--- config.mk ---
export PLATFORM = sky130hd
export DESIGN_NAME = des_key_schedule
export DESIGN_NICKNAME = d
export VERILOG_FILES = /design/src/design/des_pkg.sv /design/src/design/des_key_schedule.sv
export SDC_FILE = /design/constraint.sdc
export NUM_CORES = 1
export LEC_CHECK = 0
export ABC_CLOCK_PERIOD_IN_PS = 800
export BUFFER_PORTS_ARGS = -buffer_cell sky130_fd_sc_hd__buf_2
export CORE_AREA = 5 5 322 324
export CTS_CLUSTER_SIZE = 20
export DETAILED_ROUTE_END_ITERATION = 10
export DIE_AREA = 0 0 327 329
export GPL_ROUTABILITY_DRIVEN = 0
export GPL_TIMING_DRIVEN = 0
export SLEW_MARGIN = 20
export SYNTH_ARGS = -nofsm -noshare
export SYNTH_HDL_FRONTEND = slang
export SYNTH_SLANG_ARGS = --single-unit
--- constraint.sdc ---
create_clock -name clk -period 0.8 [get_ports clk]
set_input_delay 0.04 -clock clk [delete_from_list [all_inputs] [get_ports clk]]
set_output_delay 0.04 -clock clk [all_outputs]
set_load 0.05 [all_outputs]
--- src/design/des_pkg.sv ---
`default_nettype none

package des_pkg;

    localparam int DES_ROUNDS = 16;

    // DES numbering throughout, bit 1 is the MSB
    typedef logic [1:32] des_half_t;
    typedef logic [1:48] des_subkey_t;

    typedef struct packed {
        des_half_t l;  // Upper 32 bits of the block
        des_half_t r;
    } des_halves_t;

    // Ports and permutations see one word, the rounds see two halves
    typedef union packed {
        logic [1:64] word;
        des_halves_t halves;
    } des_block_u;

    typedef des_subkey_t [1:DES_ROUNDS] des_subkeys_t;  // Indexed by round number

    // Payload passed from stage to stage
    typedef struct packed {
        logic       valid;
        logic       decrypt;  // Selects subkeys in reverse order
        des_block_u blk;
    } des_stage_t;

    // Table selectors for des_permute
    localparam int PERM_IP  = 0;
    localparam int PERM_FP  = 1;
    localparam int PERM_E   = 2;
    localparam int PERM_P   = 3;
    localparam int PERM_PC1 = 4;
    localparam int PERM_PC2 = 5;

    // Entries name the source bit, counted from 1 at the MSB
    localparam int IP_TABLE [64] = '{
        58, 50, 42, 34, 26, 18, 10, 2, 60, 52, 44, 36, 28, 20, 12, 4,
        62, 54, 46, 38, 30, 22, 14, 6, 64, 56, 48, 40, 32, 24, 16, 8,
        57, 49, 41, 33, 25, 17,  9, 1, 59, 51, 43, 35, 27, 19, 11, 3,
        61, 53, 45, 37, 29, 21, 13, 5, 63, 55, 47, 39, 31, 23, 15, 7
    };

    localparam int FP_TABLE [64] = '{
        40, 8, 48, 16, 56, 24, 64, 32, 39, 7, 47, 15, 55, 23, 63, 31,
        38, 6, 46, 14, 54, 22, 62, 30, 37, 5, 45, 13, 53, 21, 61, 29,
        36, 4, 44, 12, 52, 20, 60, 28, 35, 3, 43, 11, 51, 19, 59, 27,
        34, 2, 42, 10, 50, 18, 58, 26, 33, 1, 41,  9, 49, 17, 57, 25
    };

    localparam int E_TABLE [48] = '{   // 32 to 48 bit expansion
        32,  1,  2,  3,  4,  5,  4,  5,  6,  7,  8,  9,
         8,  9, 10, 11, 12, 13, 12, 13, 14, 15, 16, 17,
        16, 17, 18, 19, 20, 21, 20, 21, 22, 23, 24, 25,
        24, 25, 26, 27, 28, 29, 28, 29, 30, 31, 32,  1
    };

    localparam int P_TABLE [32] = '{
        16,  7, 20, 21, 29, 12, 28, 17,  1, 15, 23, 26,  5, 18, 31, 10,
         2,  8, 24, 14, 32, 27,  3,  9, 19, 13, 30,  6, 22, 11,  4, 25
    };

    localparam int PC1_TABLE [56] = '{  // Drops the eight parity bits
        57, 49, 41, 33, 25, 17,  9,  1, 58, 50, 42, 34, 26, 18,
        10,  2, 59, 51, 43, 35, 27, 19, 11,  3, 60, 52, 44, 36,
        63, 55, 47, 39, 31, 23, 15,  7, 62, 54, 46, 38, 30, 22,
        14,  6, 61, 53, 45, 37, 29, 21, 13,  5, 28, 20, 12,  4
    };

    localparam int PC2_TABLE [48] = '{
        14, 17, 11, 24,  1,  5,  3, 28, 15,  6, 21, 10,
        23, 19, 12,  4, 26,  8, 16,  7, 27, 20, 13,  2,
        41, 52, 31, 37, 47, 55, 30, 40, 51, 45, 33, 48,
        44, 49, 39, 56, 34, 53, 46, 42, 50, 36, 29, 32
    };

    // Left rotation of C and D before each round
    localparam int SHIFT_TABLE [16] = '{1, 1, 2, 2, 2, 2, 2, 2, 1, 2, 2, 2, 2, 2, 2, 1};

    // Eight boxes of four rows by sixteen columns, row major
    localparam logic [3:0] SBOX_TABLE [8][64] = '{
        '{14,  4, 13,  1,  2, 15, 11,  8,  3, 10,  6, 12,  5,  9,  0,  7,   // S1
           0, 15,  7,  4, 14,  2, 13,  1, 10,  6, 12, 11,  9,  5,  3,  8,
           4,  1, 14,  8, 13,  6,  2, 11, 15, 12,  9,  7,  3, 10,  5,  0,
          15, 12,  8,  2,  4,  9,  1,  7,  5, 11,  3, 14, 10,  0,  6, 13},
        '{15,  1,  8, 14,  6, 11,  3,  4,  9,  7,  2, 13, 12,  0,  5, 10,   // S2
           3, 13,  4,  7, 15,  2,  8, 14, 12,  0,  1, 10,  6,  9, 11,  5,
           0, 14,  7, 11, 10,  4, 13,  1,  5,  8, 12,  6,  9,  3,  2, 15,
          13,  8, 10,  1,  3, 15,  4,  2, 11,  6,  7, 12,  0,  5, 14,  9},
        '{10,  0,  9, 14,  6,  3, 15,  5,  1, 13, 12,  7, 11,  4,  2,  8,   // S3
          13,  7,  0,  9,  3,  4,  6, 10,  2,  8,  5, 14, 12, 11, 15,  1,
          13,  6,  4,  9,  8, 15,  3,  0, 11,  1,  2, 12,  5, 10, 14,  7,
           1, 10, 13,  0,  6,  9,  8,  7,  4, 15, 14,  3, 11,  5,  2, 12},
        '{ 7, 13, 14,  3,  0,  6,  9, 10,  1,  2,  8,  5, 11, 12,  4, 15,   // S4
          13,  8, 11,  5,  6, 15,  0,  3,  4,  7,  2, 12,  1, 10, 14,  9,
          10,  6,  9,  0, 12, 11,  7, 13, 15,  1,  3, 14,  5,  2,  8,  4,
           3, 15,  0,  6, 10,  1, 13,  8,  9,  4,  5, 11, 12,  7,  2, 14},
        '{ 2, 12,  4,  1,  7, 10, 11,  6,  8,  5,  3, 15, 13,  0, 14,  9,   // S5
          14, 11,  2, 12,  4,  7, 13,  1,  5,  0, 15, 10,  3,  9,  8,  6,
           4,  2,  1, 11, 10, 13,  7,  8, 15,  9, 12,  5,  6,  3,  0, 14,
          11,  8, 12,  7,  1, 14,  2, 13,  6, 15,  0,  9, 10,  4,  5,  3},
        '{12,  1, 10, 15,  9,  2,  6,  8,  0, 13,  3,  4, 14,  7,  5, 11,   // S6
          10, 15,  4,  2,  7, 12,  9,  5,  6,  1, 13, 14,  0, 11,  3,  8,
           9, 14, 15,  5,  2,  8, 12,  3,  7,  0,  4, 10,  1, 13, 11,  6,
           4,  3,  2, 12,  9,  5, 15, 10, 11, 14,  1,  7,  6,  0,  8, 13},
        '{ 4, 11,  2, 14, 15,  0,  8, 13,  3, 12,  9,  7,  5, 10,  6,  1,   // S7
          13,  0, 11,  7,  4,  9,  1, 10, 14,  3,  5, 12,  2, 15,  8,  6,
           1,  4, 11, 13, 12,  3,  7, 14, 10, 15,  6,  8,  0,  5,  9,  2,
           6, 11, 13,  8,  1,  4, 10,  7,  9,  5,  0, 15, 14,  2,  3, 12},
        '{13,  2,  8,  4,  6, 15, 11,  1, 10,  9,  3, 14,  5,  0, 12,  7,   // S8
           1, 15, 13,  8, 10,  3,  7,  4, 12,  5,  6, 11,  0, 14,  9,  2,
           7, 11,  4,  1,  9, 12, 14,  2,  0,  6, 10, 13, 15,  3,  5,  8,
           2,  1, 14,  7,  4, 10,  8, 13, 15, 12,  9,  0,  3,  5,  6, 11}
    };

    // Gathers din bits in table order
    // Narrow inputs and results sit left aligned in the 64 bit word
    function automatic logic [1:64] des_permute(input logic [1:64] din, input int sel);
        logic [1:64] dout;
        dout = '0;
        case (sel)
            PERM_IP:  for (int i = 0; i < 64; i++)
                          dout[i + 1] = din[IP_TABLE[i]];
            PERM_FP:  for (int i = 0; i < 64; i++)
                          dout[i + 1] = din[FP_TABLE[i]];
            PERM_E:   for (int i = 0; i < 48; i++)
                          dout[i + 1] = din[E_TABLE[i]];
            PERM_P:   for (int i = 0; i < 32; i++)
                          dout[i + 1] = din[P_TABLE[i]];
            PERM_PC1: for (int i = 0; i < 56; i++)
                          dout[i + 1] = din[PC1_TABLE[i]];
            PERM_PC2: for (int i = 0; i < 48; i++)
                          dout[i + 1] = din[PC2_TABLE[i]];
            default:  dout = din;  // Unknown selector passes through
        endcase
        return dout;
    endfunction

    // Row from the two outer bits and column from the middle four
    function automatic logic [5:0] des_sbox_index(input logic [1:6] grp);
        return {grp[1], grp[6], grp[2:5]};
    endfunction

endpackage

`default_nettype wire

--- src/design/des_key_schedule.sv ---
`timescale 1ns/100ps
`default_nettype none

module des_key_schedule import des_pkg::*; (
    input  logic         clk,
    input  logic         key_load,  // Capture strobe
    input  logic [63:0]  key,       // Parity bits included, PC-1 drops them
    output des_subkeys_t subkeys    // Round 1 to 16, valid the cycle after key_load
);

    logic [1:64] key_q;                 // Held key in DES bit order
    logic [1:64] pc1_out;               // 56 bit PC-1 result, left aligned
    logic [1:28] c_rot [0:DES_ROUNDS];  // C half after each cumulative rotation
    logic [1:28] d_rot [0:DES_ROUNDS];  // D half likewise

    // Key stays put until the next strobe
    always_ff @(posedge clk) begin
        if (key_load) begin
            key_q <= key;
        end
    end

    // PC-1 splits the key into C and D
    assign pc1_out  = des_permute(key_q, PERM_PC1);
    assign c_rot[0] = pc1_out[1:28];
    assign d_rot[0] = pc1_out[29:56];

    // Each round rotates the previous round's halves
    // so round r sees the sum of the first r shifts
    for (genvar r = 1; r <= DES_ROUNDS; r++) begin : g_subkey
        logic [1:64] pc2_out;  // 48 bit PC-2 result, left aligned

        if (SHIFT_TABLE[r - 1] == 1) begin : g_rot1
            // Rounds 1, 2, 9 and 16
            assign c_rot[r] = {c_rot[r - 1][2:28], c_rot[r - 1][1]};
            assign d_rot[r] = {d_rot[r - 1][2:28], d_rot[r - 1][1]};
        end else begin : g_rot2
            assign c_rot[r] = {c_rot[r - 1][3:28], c_rot[r - 1][1:2]};
            assign d_rot[r] = {d_rot[r - 1][3:28], d_rot[r - 1][1:2]};
        end

        // PC-2 picks 48 of the 56 rotated bits
        assign pc2_out    = des_permute({c_rot[r], d_rot[r], 8'h00}, PERM_PC2);
        assign subkeys[r] = pc2_out[1:48];
    end

endmodule

`default_nettype wire

# Word level (Yosys, flattened, before mapping)
# Index checks and enable logic that the tools add are counted.
[word_totals]
regBits = 64
output_inout_bits = 768

# Depth between registers and ports, before layout
[logic_depth]
depth_word = 0
mapped_depth = 1
mapped_depth_nobuf = 0

# Worst setup path after synthesis
# Ideal clock, no wire load.
[synth_timing]
kind = "reg-to-output"
startpoint = "reg key_q[47] (netlist bit)"
endpoint = "out subkeys[103] (netlist bit)"
t_arrival_ps = 1138
t_required_ps = 760
path_slack_ps = -378
path_stages_with_launch = 2
path_cell_list = "edfxtp_1 -> buf_4"
[synth_lines]
columns = ["item", "line", "source"]
rows = [
  ["from (decl)", "des_key_schedule.sv:11", "logic [1:64] key_q;"],
  ["from (signal assigned)", "des_key_schedule.sv:19", "key_q <= key;"],
  ["to (decl)", "des_key_schedule.sv:8", "output des_subkeys_t subkeys"],
]
# No word-level cell between the ends.

# Final worst setup path
[layout_timing]
startpoint = "reg key_q[49] (netlist bit)"
endpoint = "out subkeys[375] (netlist bit)"
# No word-level cell between the ends.

==> flow_summary.yaml <==
run_status:
  run_status: "finished with violations"
  violations: "setup timing"
synthesis:
  synth_top_area_share_pct: 76.1
  ys.flop_type: "edfxtp_1"
  yosysTopAreaCell: "buf_4"
  synth_fa_ha_area_share_pct: 0
  syn_avg_cell_area_um2: 9.15
  synth_edf_count: 56
  syn_inst: 768
  synthMuxAreaShare_pct: 0
  synthMostInstantiatedCell: "buf_4"
  yosys-top-cells-count: "buf_4, edfxtp_1"
  ys_seq_elements: 56
  syn-cell-area_um2: 7030
  synth_area_leaders: "buf_4, edfxtp_1"
  synthDistinctLibCells: 2
  synth_top_family_by_area: "buffers and inverters"
  yosysSeqAreaShare_pct: 23.9
  yosysWarnings: 0
  synthSimpleGateAreaFrac_pct: 0
  async_flop_share_pct: 0
  syn_nets: 834
  synth_compound_area_share_pct: 0
  synth_xor_area_share_pct: 0
final_layout:
  largest_reg_flops: 56
  reg.largest.list: "key_q: 56 flops"
  multi_input_area_um2: 0
  finalNetCount: 1812
  multi_input_cells: 0
  drive_gt1_share_pct: 93.5
  fill_cells: 10742
  final_util_pct: 20.1
  regMostFlops: "key_q"
  fin_cells: 3060
  area_growth_syn_to_layout_pct: 189
sta:
  setup_tns_ps: -377940
  rsz0062_at_grt: "true"
  period_share_pct: 174
  relSlewSlack_pct: 72.4
  finalSetupViolCount: 768
  maxSlewViolCount: 0
  finalCriticalPeriod_ps: 1400
  finalHoldViolCount: 0
  setup_ws_ps: -596
  tightest_slew_ps: 414
  max_freq_mhz: 716
floorplanning:
  design.core.area_um2: 101000
  die_w_um: 327
  start_util_pct: 6.97
  io_pins: 834
  die_height_um: 329
  die_area_um2: 108000
  num_rows: 117
run:
  max_cap_viol_count: 0
setup_path:
  startpoint_type: "flip-flop"
  end_kind: "output pin"
  slowest_delay_ps: 430
  cp_max_fo: 6
  path_cells: "buf_12 > buf_12 > buf_6 > buf_8"
  path_class: "flip-flop to output pin"
  cpMostUsedCell: "buf_12"
  required_ps: 760
  worstPathArrival_ps: 1360
  cp_slowest_cell: "edfxtp_1"
cts:
  cts-buffers-inserted: 5
  htree_levels: 2
  cts_tree: "built"
  clk_pin_slew_ps: 90
  clockRootBuffer: "clkbuf_16"
  clock-sinks: 56
  cts_buffer_depth: 2
pwr:
  peakVddDrop_mv: 0.962
  p_leak_nw: 10.1
  p_per_area_nw_per_um2: 1610
drt:
  detail-route-antenna-nets: 0
  dr.pass1.iters: 4
  drc_errors: 0
  drt-vias-per-instance: 2.51
  wl_um: 43100
  route.vias.total: 7684
  routedWlPerCell_um: 14.1
  drtIter0Drc: 104
min_path:
  holdPathStages: 1
  hp-class: "input pin to flip-flop"
global_routing:
  antenna_found_initial: 5
  grt_usage_pct: 6.64
  grt_max_degree: 35
  grt_first_pass_wirelength_um: 52000
  grt_pass1_vias: 7521
  grt_overflow_total: 0
place:
  dp_cells: 2904
  post-dp-hpwl_um: 29300
  io_buffers: 825
-- metal layers --
layer	routed length, µm	track usage, %
met3	3290	2.16
met2	22100	11.3
met4	777	2.03
met1	16900	8.00
met5	13	0
-- worst max-delay path: cells and delay by family, from the launching register on --
family,cells,cell delay [ps]
buffers and inverters,4,560
flip-flops,1,430
-- power breakdown --
| group | internal (mW) | switching, mW |
|---|---|---|
| Clock | 1.51 | 1.59 |
| Sequential | 3.50 | 0.213 |
| Combinational | 10.6 | 15.3 |
| Total | 15.6 | 17.1 |
-- layout by cell type, fill, tap and decap left out --
master / count
buf_4: 726
inv_6: 1
bufinv_16: 1
buf_16: 1
clkbuf_16: 5
diode_2: 4
buf_12: 53
dlygate4sd3_1: 56
buf_2: 134
buf_6: 451
clkbuf_1: 1
buf_8: 262
edfxtp_1: 56
-- logic make-up after synthesis --
kind of cell	count (synthesis)
buffers and inverters	712
flip-flops	56
-- what timing repair did --
item / CTS / global route
resized for setup: 890 / 1066
hold buffers: 56 / 0
hold endpoints to repair: 56 / 0
gates cloned: 1 / 3
buffers inserted: 83 / 1
setup endpoints to repair: 768 / 768
-- path summary, 6_finish.rpt --
check / slack [ps] / end / start
max: -600 / subkeys[375] / key_q[49]$_DFFE_PP_
min: 140 / key_q[19]$_DFFE_PP_ / key_load
-- final cells by class --
class	instances	area [µm²]	area share, %
antenna	4	10.0	0.0494
timing repair buffer	971	10300	50.6
clock buffer	6	129	0.635
buffer	712	6510	32.1
tap	1309	1640	8.08
sequential	56	1680	8.29
clock inverter	2	38.8	0.191
-- metrics by stage --
step	setup slack, ps	power (mW)	cell area, µm²	hold WS (ps)
after floorplan	-378	19.4	7250	139
after global placement	-1130	23.3	13000	217
after detailed placement	-834	23.4	13100	218
after CTS	-650	30.6	17900	97.9
after global routing	-682	33.9	20300	118
final	-596	32.7	20300	143
(Power assumes the default switching activity.)
