$ cat config.mk
export PLATFORM = sky130hd
export DESIGN_NAME = des_round
export DESIGN_NICKNAME = d
export VERILOG_FILES = /design/src/design/des_pkg.sv /design/src/design/des_sbox.sv /design/src/design/des_round.sv
export SDC_FILE = /design/constraint.sdc
export NUM_CORES = 1
export LEC_CHECK = 0
export ABC_CLOCK_PERIOD_IN_PS = 3300
export BUFFER_PORTS_ARGS = -buffer_cell sky130_fd_sc_hd__buf_4
export CAP_MARGIN = 20
export CORE_ASPECT_RATIO = 1.5
export CORE_MARGIN = 2
export CORE_UTILIZATION = 35
export CTS_BUF_LIST = sky130_fd_sc_hd__clkbuf_16
export DETAILED_ROUTE_END_ITERATION = 10
export PLACE_DENSITY_LB_ADDON = 0.3
export SYNTH_ARGS = -nofsm -noshare
export SYNTH_HDL_FRONTEND = slang
export SYNTH_HIERARCHICAL = 1
export SYNTH_SLANG_ARGS = --single-unit
$ cat constraint.sdc
create_clock -name clk -period 3.3 [get_ports clk]
set_input_delay 0.66 -clock clk [delete_from_list [all_inputs] [get_ports clk]]
set_output_delay 0.66 -clock clk [all_outputs]
set_load 0.01 [all_outputs]
$ cat src/design/des_pkg.sv
`default_nettype none

package des_pkg;

    localparam int DES_ROUNDS = 16;

    // DES numbering throughout, bit 1 is the MSB
    typedef logic [1:32] des_half_t;
    typedef logic [1:48] des_subkey_t;

    typedef struct packed {
        des_half_t l;  // Upper 32 bits of the block
        des_half_t r;
    } des_halves_t;

    // Ports and permutations see one word, the rounds see two halves
    typedef union packed {
        logic [1:64] word;
        des_halves_t halves;
    } des_block_u;

    typedef des_subkey_t [1:DES_ROUNDS] des_subkeys_t;  // Indexed by round number

    // Payload passed from stage to stage
    typedef struct packed {
        logic       valid;
        logic       decrypt;  // Selects subkeys in reverse order
        des_block_u blk;
    } des_stage_t;

    // Table selectors for des_permute
    localparam int PERM_IP  = 0;
    localparam int PERM_FP  = 1;
    localparam int PERM_E   = 2;
    localparam int PERM_P   = 3;
    localparam int PERM_PC1 = 4;
    localparam int PERM_PC2 = 5;

    // Entries name the source bit, counted from 1 at the MSB
    localparam int IP_TABLE [64] = '{
        58, 50, 42, 34, 26, 18, 10, 2, 60, 52, 44, 36, 28, 20, 12, 4,
        62, 54, 46, 38, 30, 22, 14, 6, 64, 56, 48, 40, 32, 24, 16, 8,
        57, 49, 41, 33, 25, 17,  9, 1, 59, 51, 43, 35, 27, 19, 11, 3,
        61, 53, 45, 37, 29, 21, 13, 5, 63, 55, 47, 39, 31, 23, 15, 7
    };

    localparam int FP_TABLE [64] = '{
        40, 8, 48, 16, 56, 24, 64, 32, 39, 7, 47, 15, 55, 23, 63, 31,
        38, 6, 46, 14, 54, 22, 62, 30, 37, 5, 45, 13, 53, 21, 61, 29,
        36, 4, 44, 12, 52, 20, 60, 28, 35, 3, 43, 11, 51, 19, 59, 27,
        34, 2, 42, 10, 50, 18, 58, 26, 33, 1, 41,  9, 49, 17, 57, 25
    };

    localparam int E_TABLE [48] = '{   // 32 to 48 bit expansion
        32,  1,  2,  3,  4,  5,  4,  5,  6,  7,  8,  9,
         8,  9, 10, 11, 12, 13, 12, 13, 14, 15, 16, 17,
        16, 17, 18, 19, 20, 21, 20, 21, 22, 23, 24, 25,
        24, 25, 26, 27, 28, 29, 28, 29, 30, 31, 32,  1
    };

    localparam int P_TABLE [32] = '{
        16,  7, 20, 21, 29, 12, 28, 17,  1, 15, 23, 26,  5, 18, 31, 10,
         2,  8, 24, 14, 32, 27,  3,  9, 19, 13, 30,  6, 22, 11,  4, 25
    };

    localparam int PC1_TABLE [56] = '{  // Drops the eight parity bits
        57, 49, 41, 33, 25, 17,  9,  1, 58, 50, 42, 34, 26, 18,
        10,  2, 59, 51, 43, 35, 27, 19, 11,  3, 60, 52, 44, 36,
        63, 55, 47, 39, 31, 23, 15,  7, 62, 54, 46, 38, 30, 22,
        14,  6, 61, 53, 45, 37, 29, 21, 13,  5, 28, 20, 12,  4
    };

    localparam int PC2_TABLE [48] = '{
        14, 17, 11, 24,  1,  5,  3, 28, 15,  6, 21, 10,
        23, 19, 12,  4, 26,  8, 16,  7, 27, 20, 13,  2,
        41, 52, 31, 37, 47, 55, 30, 40, 51, 45, 33, 48,
        44, 49, 39, 56, 34, 53, 46, 42, 50, 36, 29, 32
    };

    // Left rotation of C and D before each round
    localparam int SHIFT_TABLE [16] = '{1, 1, 2, 2, 2, 2, 2, 2, 1, 2, 2, 2, 2, 2, 2, 1};

    // Eight boxes of four rows by sixteen columns, row major
    localparam logic [3:0] SBOX_TABLE [8][64] = '{
        '{14,  4, 13,  1,  2, 15, 11,  8,  3, 10,  6, 12,  5,  9,  0,  7,   // S1
           0, 15,  7,  4, 14,  2, 13,  1, 10,  6, 12, 11,  9,  5,  3,  8,
           4,  1, 14,  8, 13,  6,  2, 11, 15, 12,  9,  7,  3, 10,  5,  0,
          15, 12,  8,  2,  4,  9,  1,  7,  5, 11,  3, 14, 10,  0,  6, 13},
        '{15,  1,  8, 14,  6, 11,  3,  4,  9,  7,  2, 13, 12,  0,  5, 10,   // S2
           3, 13,  4,  7, 15,  2,  8, 14, 12,  0,  1, 10,  6,  9, 11,  5,
           0, 14,  7, 11, 10,  4, 13,  1,  5,  8, 12,  6,  9,  3,  2, 15,
          13,  8, 10,  1,  3, 15,  4,  2, 11,  6,  7, 12,  0,  5, 14,  9},
        '{10,  0,  9, 14,  6,  3, 15,  5,  1, 13, 12,  7, 11,  4,  2,  8,   // S3
          13,  7,  0,  9,  3,  4,  6, 10,  2,  8,  5, 14, 12, 11, 15,  1,
          13,  6,  4,  9,  8, 15,  3,  0, 11,  1,  2, 12,  5, 10, 14,  7,
           1, 10, 13,  0,  6,  9,  8,  7,  4, 15, 14,  3, 11,  5,  2, 12},
        '{ 7, 13, 14,  3,  0,  6,  9, 10,  1,  2,  8,  5, 11, 12,  4, 15,   // S4
          13,  8, 11,  5,  6, 15,  0,  3,  4,  7,  2, 12,  1, 10, 14,  9,
          10,  6,  9,  0, 12, 11,  7, 13, 15,  1,  3, 14,  5,  2,  8,  4,
           3, 15,  0,  6, 10,  1, 13,  8,  9,  4,  5, 11, 12,  7,  2, 14},
        '{ 2, 12,  4,  1,  7, 10, 11,  6,  8,  5,  3, 15, 13,  0, 14,  9,   // S5
          14, 11,  2, 12,  4,  7, 13,  1,  5,  0, 15, 10,  3,  9,  8,  6,
           4,  2,  1, 11, 10, 13,  7,  8, 15,  9, 12,  5,  6,  3,  0, 14,
          11,  8, 12,  7,  1, 14,  2, 13,  6, 15,  0,  9, 10,  4,  5,  3},
        '{12,  1, 10, 15,  9,  2,  6,  8,  0, 13,  3,  4, 14,  7,  5, 11,   // S6
          10, 15,  4,  2,  7, 12,  9,  5,  6,  1, 13, 14,  0, 11,  3,  8,
           9, 14, 15,  5,  2,  8, 12,  3,  7,  0,  4, 10,  1, 13, 11,  6,
           4,  3,  2, 12,  9,  5, 15, 10, 11, 14,  1,  7,  6,  0,  8, 13},
        '{ 4, 11,  2, 14, 15,  0,  8, 13,  3, 12,  9,  7,  5, 10,  6,  1,   // S7
          13,  0, 11,  7,  4,  9,  1, 10, 14,  3,  5, 12,  2, 15,  8,  6,
           1,  4, 11, 13, 12,  3,  7, 14, 10, 15,  6,  8,  0,  5,  9,  2,
           6, 11, 13,  8,  1,  4, 10,  7,  9,  5,  0, 15, 14,  2,  3, 12},
        '{13,  2,  8,  4,  6, 15, 11,  1, 10,  9,  3, 14,  5,  0, 12,  7,   // S8
           1, 15, 13,  8, 10,  3,  7,  4, 12,  5,  6, 11,  0, 14,  9,  2,
           7, 11,  4,  1,  9, 12, 14,  2,  0,  6, 10, 13, 15,  3,  5,  8,
           2,  1, 14,  7,  4, 10,  8, 13, 15, 12,  9,  0,  3,  5,  6, 11}
    };

    // Gathers din bits in table order
    // Narrow inputs and results sit left aligned in the 64 bit word
    function automatic logic [1:64] des_permute(input logic [1:64] din, input int sel);
        logic [1:64] dout;
        dout = '0;
        case (sel)
            PERM_IP:  for (int i = 0; i < 64; i++)
                          dout[i + 1] = din[IP_TABLE[i]];
            PERM_FP:  for (int i = 0; i < 64; i++)
                          dout[i + 1] = din[FP_TABLE[i]];
            PERM_E:   for (int i = 0; i < 48; i++)
                          dout[i + 1] = din[E_TABLE[i]];
            PERM_P:   for (int i = 0; i < 32; i++)
                          dout[i + 1] = din[P_TABLE[i]];
            PERM_PC1: for (int i = 0; i < 56; i++)
                          dout[i + 1] = din[PC1_TABLE[i]];
            PERM_PC2: for (int i = 0; i < 48; i++)
                          dout[i + 1] = din[PC2_TABLE[i]];
            default:  dout = din;  // Unknown selector passes through
        endcase
        return dout;
    endfunction

    // Row from the two outer bits and column from the middle four
    function automatic logic [5:0] des_sbox_index(input logic [1:6] grp);
        return {grp[1], grp[6], grp[2:5]};
    endfunction

endpackage

`default_nettype wire

$ cat src/design/des_sbox.sv
`timescale 1ns/100ps
`default_nettype none

module des_sbox import des_pkg::*; (
    input  logic [1:48] data_in,   // Expanded R xor subkey
    output des_half_t   data_out   // Substituted word ahead of P
);

    // One lookup per 6 bit group
    // Group g feeds box g+1 and fills output nibble g
    for (genvar g = 0; g < 8; g++) begin : g_box
        logic [1:6] grp;  // Six input bits of this box
        logic [5:0] idx;  // Row and column folded into a table index

        assign grp = data_in[g * 6 + 1 +: 6];
        assign idx = des_sbox_index(grp);

        // Table rows hold sixteen columns so idx addresses row*16 + col
        assign data_out[g * 4 + 1 +: 4] = SBOX_TABLE[g][idx];
    end

endmodule

`default_nettype wire

$ cat src/design/des_round.sv
`timescale 1ns/100ps
`default_nettype none

module des_round import des_pkg::*; (
    input  logic        clk,
    input  logic        rst_n,
    input  logic        enable,     // Low holds the stage
    input  logic        flush,      // Drops the stage contents
    input  des_stage_t  stage_in,
    input  des_subkey_t key_fwd,    // Subkey of this round
    input  des_subkey_t key_rev,    // Subkey of the mirrored round
    output des_stage_t  stage_out
);

    des_subkey_t round_key;   // Subkey picked by the block's mode
    logic [1:64] e_out;       // Expansion result, 48 bits left aligned
    logic [1:48] sbox_in;
    des_half_t   sbox_out;
    logic [1:64] p_out;       // P result, 32 bits left aligned

    logic        valid_q;
    logic        decrypt_q;
    des_half_t   s_q;         // Registered S-box output
    des_half_t   l_q;
    des_half_t   r_q;

    // Decryption walks the subkeys backwards
    assign round_key = stage_in.decrypt ? key_rev : key_fwd;

    assign e_out   = des_permute({stage_in.blk.halves.r, 32'h0}, PERM_E);
    assign sbox_in = e_out[1:48] ^ round_key;

    des_sbox u_sbox (
        .data_in  (sbox_in),
        .data_out (sbox_out)
    );

    // Flush wins over enable
    always_ff @(posedge clk) begin
        if (!rst_n || flush) begin
            valid_q <= 1'b0;
        end else if (enable) begin
            valid_q <= stage_in.valid;
        end
    end

    // Only real blocks are captured
    always_ff @(posedge clk) begin
        if (enable && stage_in.valid) begin
            s_q       <= sbox_out;
            l_q       <= stage_in.blk.halves.l;
            r_q       <= stage_in.blk.halves.r;
            decrypt_q <= stage_in.decrypt;
        end
    end

    // P and the xor into L sit after the register
    assign p_out = des_permute({s_q, 32'h0}, PERM_P);

    always_comb begin
        stage_out.valid         = valid_q;
        stage_out.decrypt       = decrypt_q;
        stage_out.blk.halves.l  = r_q;               // Old R moves left
        stage_out.blk.halves.r  = l_q ^ p_out[1:32];  // New R
    end

    // A flushed stage never shows a block on the next cycle
    assert property (@(posedge clk) flush |=> !stage_out.valid)
        else $error("des_round valid survived a flush");

endmodule

`default_nettype wire

Yosys cells after proc, flatten, opt, wreduce, memory -nomap -nowiden

Memory sizes are Yosys's and may differ from the RTL's. A register that Yosys moved wholly into a read port is not among the register bits.
Cells that the tools add are included.

Register bits: 66
Bits in read-only memories: 2048
Logic and storage cells: 26
Memories kept: 8

Memories:

| memory          | depth | bits a word | rd ports | clocked after Yosys merged registers in | write ports | line           | source |
|---|---|---|---|---|---|---|---|
| (no name shown) | 64    | 4           | 1        | 1                                       | 0           | des_sbox.sv:19 | `assign data_out[g * 4 + 1 +: 4] = SBOX_TABLE[g][idx];` |
| (no name shown) | 64    | 4           | 1        | 1                                       | 0           | des_sbox.sv:19 |  |
| (no name shown) | 64    | 4           | 1        | 1                                       | 0           | des_sbox.sv:19 |  |
| (no name shown) | 64    | 4           | 1        | 1                                       | 0           | des_sbox.sv:19 |  |
| (no name shown) | 64    | 4           | 1        | 1                                       | 0           | des_sbox.sv:19 |  |
| (no name shown) | 64    | 4           | 1        | 1                                       | 0           | des_sbox.sv:19 |  |
| 2 more memories | n/a   | n/a         | n/a      | n/a                                     | n/a         | n/a            |  |

Mux-type cells: 1
Bitwise operators: 10
Reductions and logical operators: 3

Operator list:

| operator                    | count |
|---|---|
| 6-bit NOT with 7-bit output | 8 |
| 48-bit two-way mux          | 1 |
| 48-bit bitwise XOR          | 1 |
| 32-bit bitwise XOR          | 1 |
| 1-bit logical AND           | 1 |
| 1-bit logical NOT           | 1 |
| 1-bit logical OR            | 1 |

Depth between registers and ports, before layout

Gate-level depths: netlist (run 1).

Depth in word-level cells: 3
Mapped depth: 14

Modules after synthesis

The synthesis (run 1) kept the hierarchy.

Modules (own cells, without submodules):

| module    | times used | cells an instance | area each (µm²) | seq. area each (µm²) |
|---|---|---|---|---|
| des_sbox  | 1          | 700               | 4699.5          | 0.0 |
| des_round | 1          | 237               | 4214.0          | 2932.8 |

Worst setup path after synthesis (run 1)

No wires, ideal clock.

Kind: in2reg
From: input port stage_in[64] (netlist name)
To: register s_q[23] (data pin)
Setup time: 0.254 ns
Data arrival time: 3.263 ns
Data required time: 3.046 ns
Slack: -0.217 ns
Cell stages on the path: 12
Cells stage by stage: clkbuf_2 > buf_6 > buf_8 > mux2i_1 > xnor2_1 > clkbuf_1 > inv_1 > ha_1 > buf_2 > o21ai_0 > mux4_2 > o21a_1

Longest elaborated chain between the ends: 3

RTL lines:

| element                                           | line            | source |
|---|---|---|
| from (decl)                                       | des_round.sv:9  | `input des_stage_t stage_in,` |
| 48-bit two-way mux                                | des_round.sv:28 | `assign round_key = stage_in.decrypt ? key_rev : key_fwd;` |
| 48-bit bitwise XOR                                | des_round.sv:31 | `assign sbox_in = e_out[1:48] ^ round_key;` |
| via sbox_in (one bit)                             | des_round.sv:17 | `logic [1:48] sbox_in;` |
| 6-bit NOT with 7-bit output (implied by the code) | des_sbox.sv:19  |  |
| to (decl)                                         | des_round.sv:23 | `des_half_t s_q;` |

The timed path passes the listed nets, and every way through them passes these cells.
A chain may end at the register's enable or synchronous reset.

Final worst setup path (run 1)

From: input port stage_in[64] (netlist name)
To: register s_q[7] (data pin)

The elaborated chain is that of the path after synthesis.

==> metrics.csv, run 1 <==
metric,value,unit
outcome,"complete, no violations",
yosysSeqAreaShare,32.9,%
path_max_fanout,17,
power.leakage,4.94,nW
fin_tns_setup,0,ps
timing.fmax,352,MHz
die_w,134,um
register_area,0.00293,mm2
arrival,2940,ps
tightest_slew,1050,ps
detail_route.vias_per_cell,5.17,
postPlaceCellArea,0.0113,mm2
grt_max_degree,42,
dp_hpwl,17500,um
syn_area_per_cell,9.51,um2
use_met3,3.65,%
numCtsBuffers,9,
rsz0062_at_grt,no,
syn_to_final_growth,31.0,%
antenna_left,0,
antenna_cells,0,
grt_use_met1,19.6,%
power.density,441,mW/mm2
start_kind,input port,
vias,7743,
multi_input_area,0.00554,mm2
grt_pass1_vias,7364,
syn_inst,937,
synth_edf_count,97,
slew_violations,0,
path_cells,buf_4 > buf_12 > mux2i_1 > xnor2_2 > inv_1 > buf_4 > ha_1 > o21ai_0 > and3_1 > a21oi_1 > mux4_2,
place_ws,22.1,ps
final_common_cell,buf_4,
finalHoldViolations,0,
cp_slowest_cell,mux4_2,
synth_top_area_share,32.7,%
period_share,86.1,%
syn_nets,1166,
cts_tree,done,
setup_viol,0,
yosysUniqueCellTypes,68,
drt_iter0_drc,390,
htreeDepth,3,
cts.sinks,98,
cts_resized,0,
grt_pass1_wl,36100,um
ir_drop,0.242,mV
initial_core_util,35.6,%
drcViolationCount,0,
fin_hold_ws,453,ps
fin_nets,1394,
fin_total_pwr,5.15,mW
drive_gt1_share,30.4,%
endpoint_kind,flip-flop,
use_met2,30.5,%
coreArea,0.0251,mm2
grt_most_used_layer,met2,
clock_latency,350,ps
fillCellCount,2397,
rows,71,
antenna_found_initial,0,
fin_skew,0,ps
dieHeight,199,um
grt_overflow_total,0,
clockRootBuffer,clkbuf_16,
place_congestion,0.900,
max_cap_violations,0,
yosys_register_bits,98,
die-area,0.0268,mm2
crit_type,input port to flip-flop,
port-buffer-count,231,
final_area,0.0117,mm2
setup_slack,460,ps
critical_path_required,3400,ps
post_cts_buffers,0,
netlist_area,0.00891,mm2
yosys_most_used_dff,edfxtp_1,
cts_hold_buffers,0,
dp.cells,1476,
yosys_warnings,6,
relSlewSlack,29.6,%
dr.pass1.iters,5,
post-route-util,46.6,%
crit_top_cell,buf_4,
synth_area_leaders,"edfxtp_1 (33%), ha_1 (8.8%), mux2i_1 (8.1%)",
wl,22700,um
clkSlewWorstSetupHoldPaths,70,ps
stdcell_count,1498,
max_stage_delay,450,ps
pin_count,232,
hold_path_class,input port to flip-flop,
clock_path_buffers,2,
synthDominantAreaCellType,edfxtp_1,
final_cell_mix,"buf_4 (295), edfxtp_1 (97), mux2i_1 (70), o21ai_0 (66)",
async_flop_share,0,%
wl_per_cell,15.2,um
min_period,2840,ps
grt_usage,16.8,%
critical path: cells and delay by family:
family,cells,cell delay [ps]
buffers and inverters,4,600
muxes,2,780
adders and majority gates,1,230
AOI/OAI and AO/OA,2,310
xor gates and xnor gates,1,160
and+or+nand+nor,1,190
flip-flops by register name, summed over array words and instances, names as in the netlist:
register   cells
s_q           32
decrypt_q      1
r_q           32
valid_q        1
l_q           32
cells by family (layout without fill, tap and decap cells):
family / Yosys count / after routing / synth area share (%)
compound gates: 267 / 267 / 19.5
xor+xnor: 99 / 99 / 9.73
fa+ha+maj: 64 / 64 / 8.96
buf+inv: 118 / 351 / 6.37
flops: 98 / 98 / 32.9
mux: 88 / 88 / 11.7
simple gates: 203 / 203 / 10.8
routing by layer:
metal / wire length, um / part of all wire (%)
met5: 0 / 0
met4: 394 / 1.7
met3: 1450 / 6.4
met2: 11600 / 51
met1: 9310 / 41
synthesized netlist by cell type, types with 5 or more instances:
master,n
a211o_1,6
a211oi_1,32
a21o_1,7
a21oi_1,61
a311oi_1,6
a31oi_1,14
buf_1,5
buf_2,35
buf_4,8
clkbuf_1,30
edfxtp_1,97
ha_1,63
inv_1,32
mux2i_1,72
mux4_2,13
nand2_1,63
nand2b_1,11
nand3_1,9
nand3b_1,6
nor2_1,55
nor2b_1,19
nor3_1,19
nor3b_1,7
o211ai_1,19
o21a_1,5
o21ai_0,66
o311ai_0,7
o31ai_1,6
or3_1,5
xnor2_1,56
xor2_1,43
report_power, final:
| part | switching (mW) | internal, mW | leakage, nW |
|---|---|---|---|
| Clock | 0.483 | 0.735 | 0.170 |
| Combinational | 1.24 | 1.12 | 3.85 |
| Sequential | 0.0452 | 1.53 | 0.919 |
path summary, 6_finish.rpt:
kind / slack, ps / depth (start not counted) / to / startpoint
setup / recovery: 460 / 11 / s_q[7]$_DFFE_PP_ / stage_in[64]
hold / removal: 450 / 2 / valid_q$_SDFFE_PP0P_ / flush
setup reg to reg: 2680 / 2 / valid_q$_SDFFE_PP0P_ / valid_q$_SDFFE_PP0P_
hold reg to reg: 530 / 2 / valid_q$_SDFFE_PP0P_ / valid_q$_SDFFE_PP0P_
cell type report:
type                            count  area share, %
Clock buffer                        9           1.93
Clock inverter                      7          0.933
Inverter                           33           1.06
Multi-Input combinational cell    721           47.5
Sequential cell                    98           25.1
Tap cell                          328           3.52
Timing Repair Buffer              302           20.0
(Power assumes the default switching activity.)
==> run 2: changes to the inputs <==
ABC_CLOCK_PERIOD_IN_PS = 2800   (was 3300)
clock period = 2.8 ns   (was 3.3 ns; I/O delays follow)
==> run 2 against run 1 <==
Sequential share of layout area fell by 1.9 points. Register-to-register slack got worse by 510 ps. Design area rose by 8.2%. Clock-buffer cell count did not move. Cell count rose by 5.5%. Global-route usage rose by 1.2 points. Total power rose by 22%. Via count rose by 4.2%. Clock power barely moved. First-iteration DRC count fell by 18%. Critical path type unchanged. Largest power group unchanged.
==> metrics.csv, run 2 (synthesis results as in run 1) <==
metric,value,unit,change
dp_hpwl,18900,um,+7.7%
grt_pass1_wl,39000,um,+8.0%
antenna_cells,0,,unchanged
htreeDepth,3,,unchanged
die_w,134,um,unchanged
cts_hold_buffers,0,,unchanged
worst-r2r-cell-count,2,,unchanged
setup_viol,0,,unchanged
detail_route.vias_per_cell,5.10,,-1.2%
max_cap_violations,0,,unchanged
clkSlewWorstSetupHoldPaths,70,ps,about the same
post_cts_buffers,0,,unchanged
numCtsBuffers,9,,unchanged
syn_to_final_growth,41.6,%,
rsz0062_at_grt,no,,
dp.cells,1565,,+6.0%
slew_violations,0,,unchanged
clock_latency,360,ps,about the same
fin_tns_setup,0,ps,unchanged
ir_drop,0.289,mV,+20%
stdcell_count,1581,,+5.5%
outcome,"complete, no violations",,
hold_path_class,input port to flip-flop,,
postPlaceCellArea,0.0123,mm2,+9.5%
max_stage_delay,470,ps,+20 ps
power.density,498,mW/mm2,+13%
die-area,0.0268,mm2,unchanged
min_period,2520,ps,
fin_total_pwr,6.28,mW,+22%
relSlewSlack,45.2,%,+16 points
wl,24000,um,+5.4%
cts_resized,0,,unchanged
grt_use_met1,20.2,%,+0.57 points
port-buffer-count,231,,unchanged
drt_iter0_drc,320,,-18%
use_met2,34.0,%,+3.5 points
grt_most_used_layer,met2,,
grt_usage,18.0,%,+1.2 points
crit_top_cell,buf_4,,
path_max_fanout,9,,-8
cp_slowest_cell,mux4_2,,
regToRegStartpoint,valid_q$_SDFFE_PP0P_,,
fin_nets,1477,,+6.0%
wl_per_cell,15.2,um,-0.18%
dieHeight,199,um,unchanged
grt_overflow_total,0,,unchanged
final_cell_mix,"buf_4 (373), edfxtp_1 (97), o21ai_0 (65), nand2_1 (63), mux2i_1 (62)",,
final_common_cell,buf_4,,
clock_path_buffers,2,,unchanged
dr.pass1.iters,5,,unchanged
reg_top3,"l_q: 32 flops, r_q: 32 flops, s_q: 32 flops",,
power.leakage,5.41,nW,+9.7%
grt_pass1_vias,8138,,+11%
rows,71,,unchanged
drive_gt1_share,37.8,%,+7.4 points
r2r-end,valid_q$_SDFFE_PP0P_,,
use_met3,3.55,%,-0.10 points
period_share,90.0,%,
pin_count,232,,unchanged
place_congestion,0.865,,-3.9%
cts_tree,done,,
timing.fmax,397,MHz,
coreArea,0.0251,mm2,unchanged
critical_path_required,3030,ps,-370 ps
hold_end,valid_q$_SDFFE_PP0P_,,
rrSetupSlack,2170,ps,-510 ps
crit_type,input port to flip-flop,,
drcViolationCount,0,,unchanged
final_area,0.0126,mm2,+8.2%
antenna_found_initial,0,,unchanged
antenna_left,0,,unchanged
endpoint_kind,flip-flop,,
tightest_slew,816,ps,-233 ps
clockRootBuffer,clkbuf_16,,
vias,8071,,+4.2%
start_kind,input port,,
path_cells,buf_4 > buf_12 > mux2i_1 > xnor2_2 > buf_4 > ha_1 > buf_4 > inv_1 > mux4_2 > o211ai_1 > o21a_1,,
grt_max_degree,52,,+24%
finalHoldViolations,0,,unchanged
cts.sinks,98,,unchanged
hold-path-cell-count,2,,unchanged
arrival,2750,ps,-190 ps
fillCellCount,2355,,-1.8%
hold_start,flush,,
fin_skew,0,ps,unchanged
initial_core_util,35.6,%,unchanged
-- run 2: power by group --
part / internal, mW / leakage (nW) / switching [mW] / total [mW]
logic: 1.62 / 4.34 / 1.56 / 3.18
registers: 1.80 / 0.919 / 0.0561 / 1.86
clock network: 0.678 / 0.154 / 0.562 / 1.24
-- run 2: area by class of cell --
| type | count | area, um2 | share of cell area [%] |
|---|---|---|---|
| Timing Repair Buffer | 385 | 3040 | 24.1 |
| Multi-Input combinational cell | 721 | 5820 | 46.1 |
| Sequential cell | 98 | 2930 | 23.2 |
| Tap cell | 328 | 410 | 3.25 |
| Clock inverter | 7 | 55.1 | 0.436 |
| Inverter | 33 | 136 | 1.08 |
| Clock buffer | 9 | 225 | 1.78 |
-- run 2: worst max-delay path, delay by kind of cell --
family / cells / cell delay, ps
xor+xnor: 1 / 170
buf+inv: 5 / 690
fa+ha+maj: 1 / 220
mux: 2 / 780
compound gates: 2 / 320
-- run 2: layer usage --
layer / share of wire [%] / up-vias
li1: - / 4053
met1: 40 / 3763
met2: 53 / 231
met3: 5.6 / 24
met4: 1.6 / 0
met5: 0 / -
-- run 2: metrics by stage --
stage	setup WS, ps	hold slack, ps	util [%]
final	279	351	50.4
after global routing	23.3	338	50.4
after CTS	271	328	50.4
after detailed placement	-112	540	49.3
after global placement	-97.8	517	49.3
after floorplan	-318	501	-
-- run 2: how the worst max path moves through the flow --
stage	depth (start not counted)	end	startpoint
floorplan	14	s_q[28]$_DFFE_PP_	stage_in[64]
global placement	11	s_q[2]$_DFFE_PP_	stage_in[64]
detailed placement	11	s_q[18]$_DFFE_PP_	stage_in[64]
CTS	11	s_q[18]$_DFFE_PP_	stage_in[64]
global route	11	s_q[2]$_DFFE_PP_	stage_in[64]
finish	11	s_q[18]$_DFFE_PP_	stage_in[64]
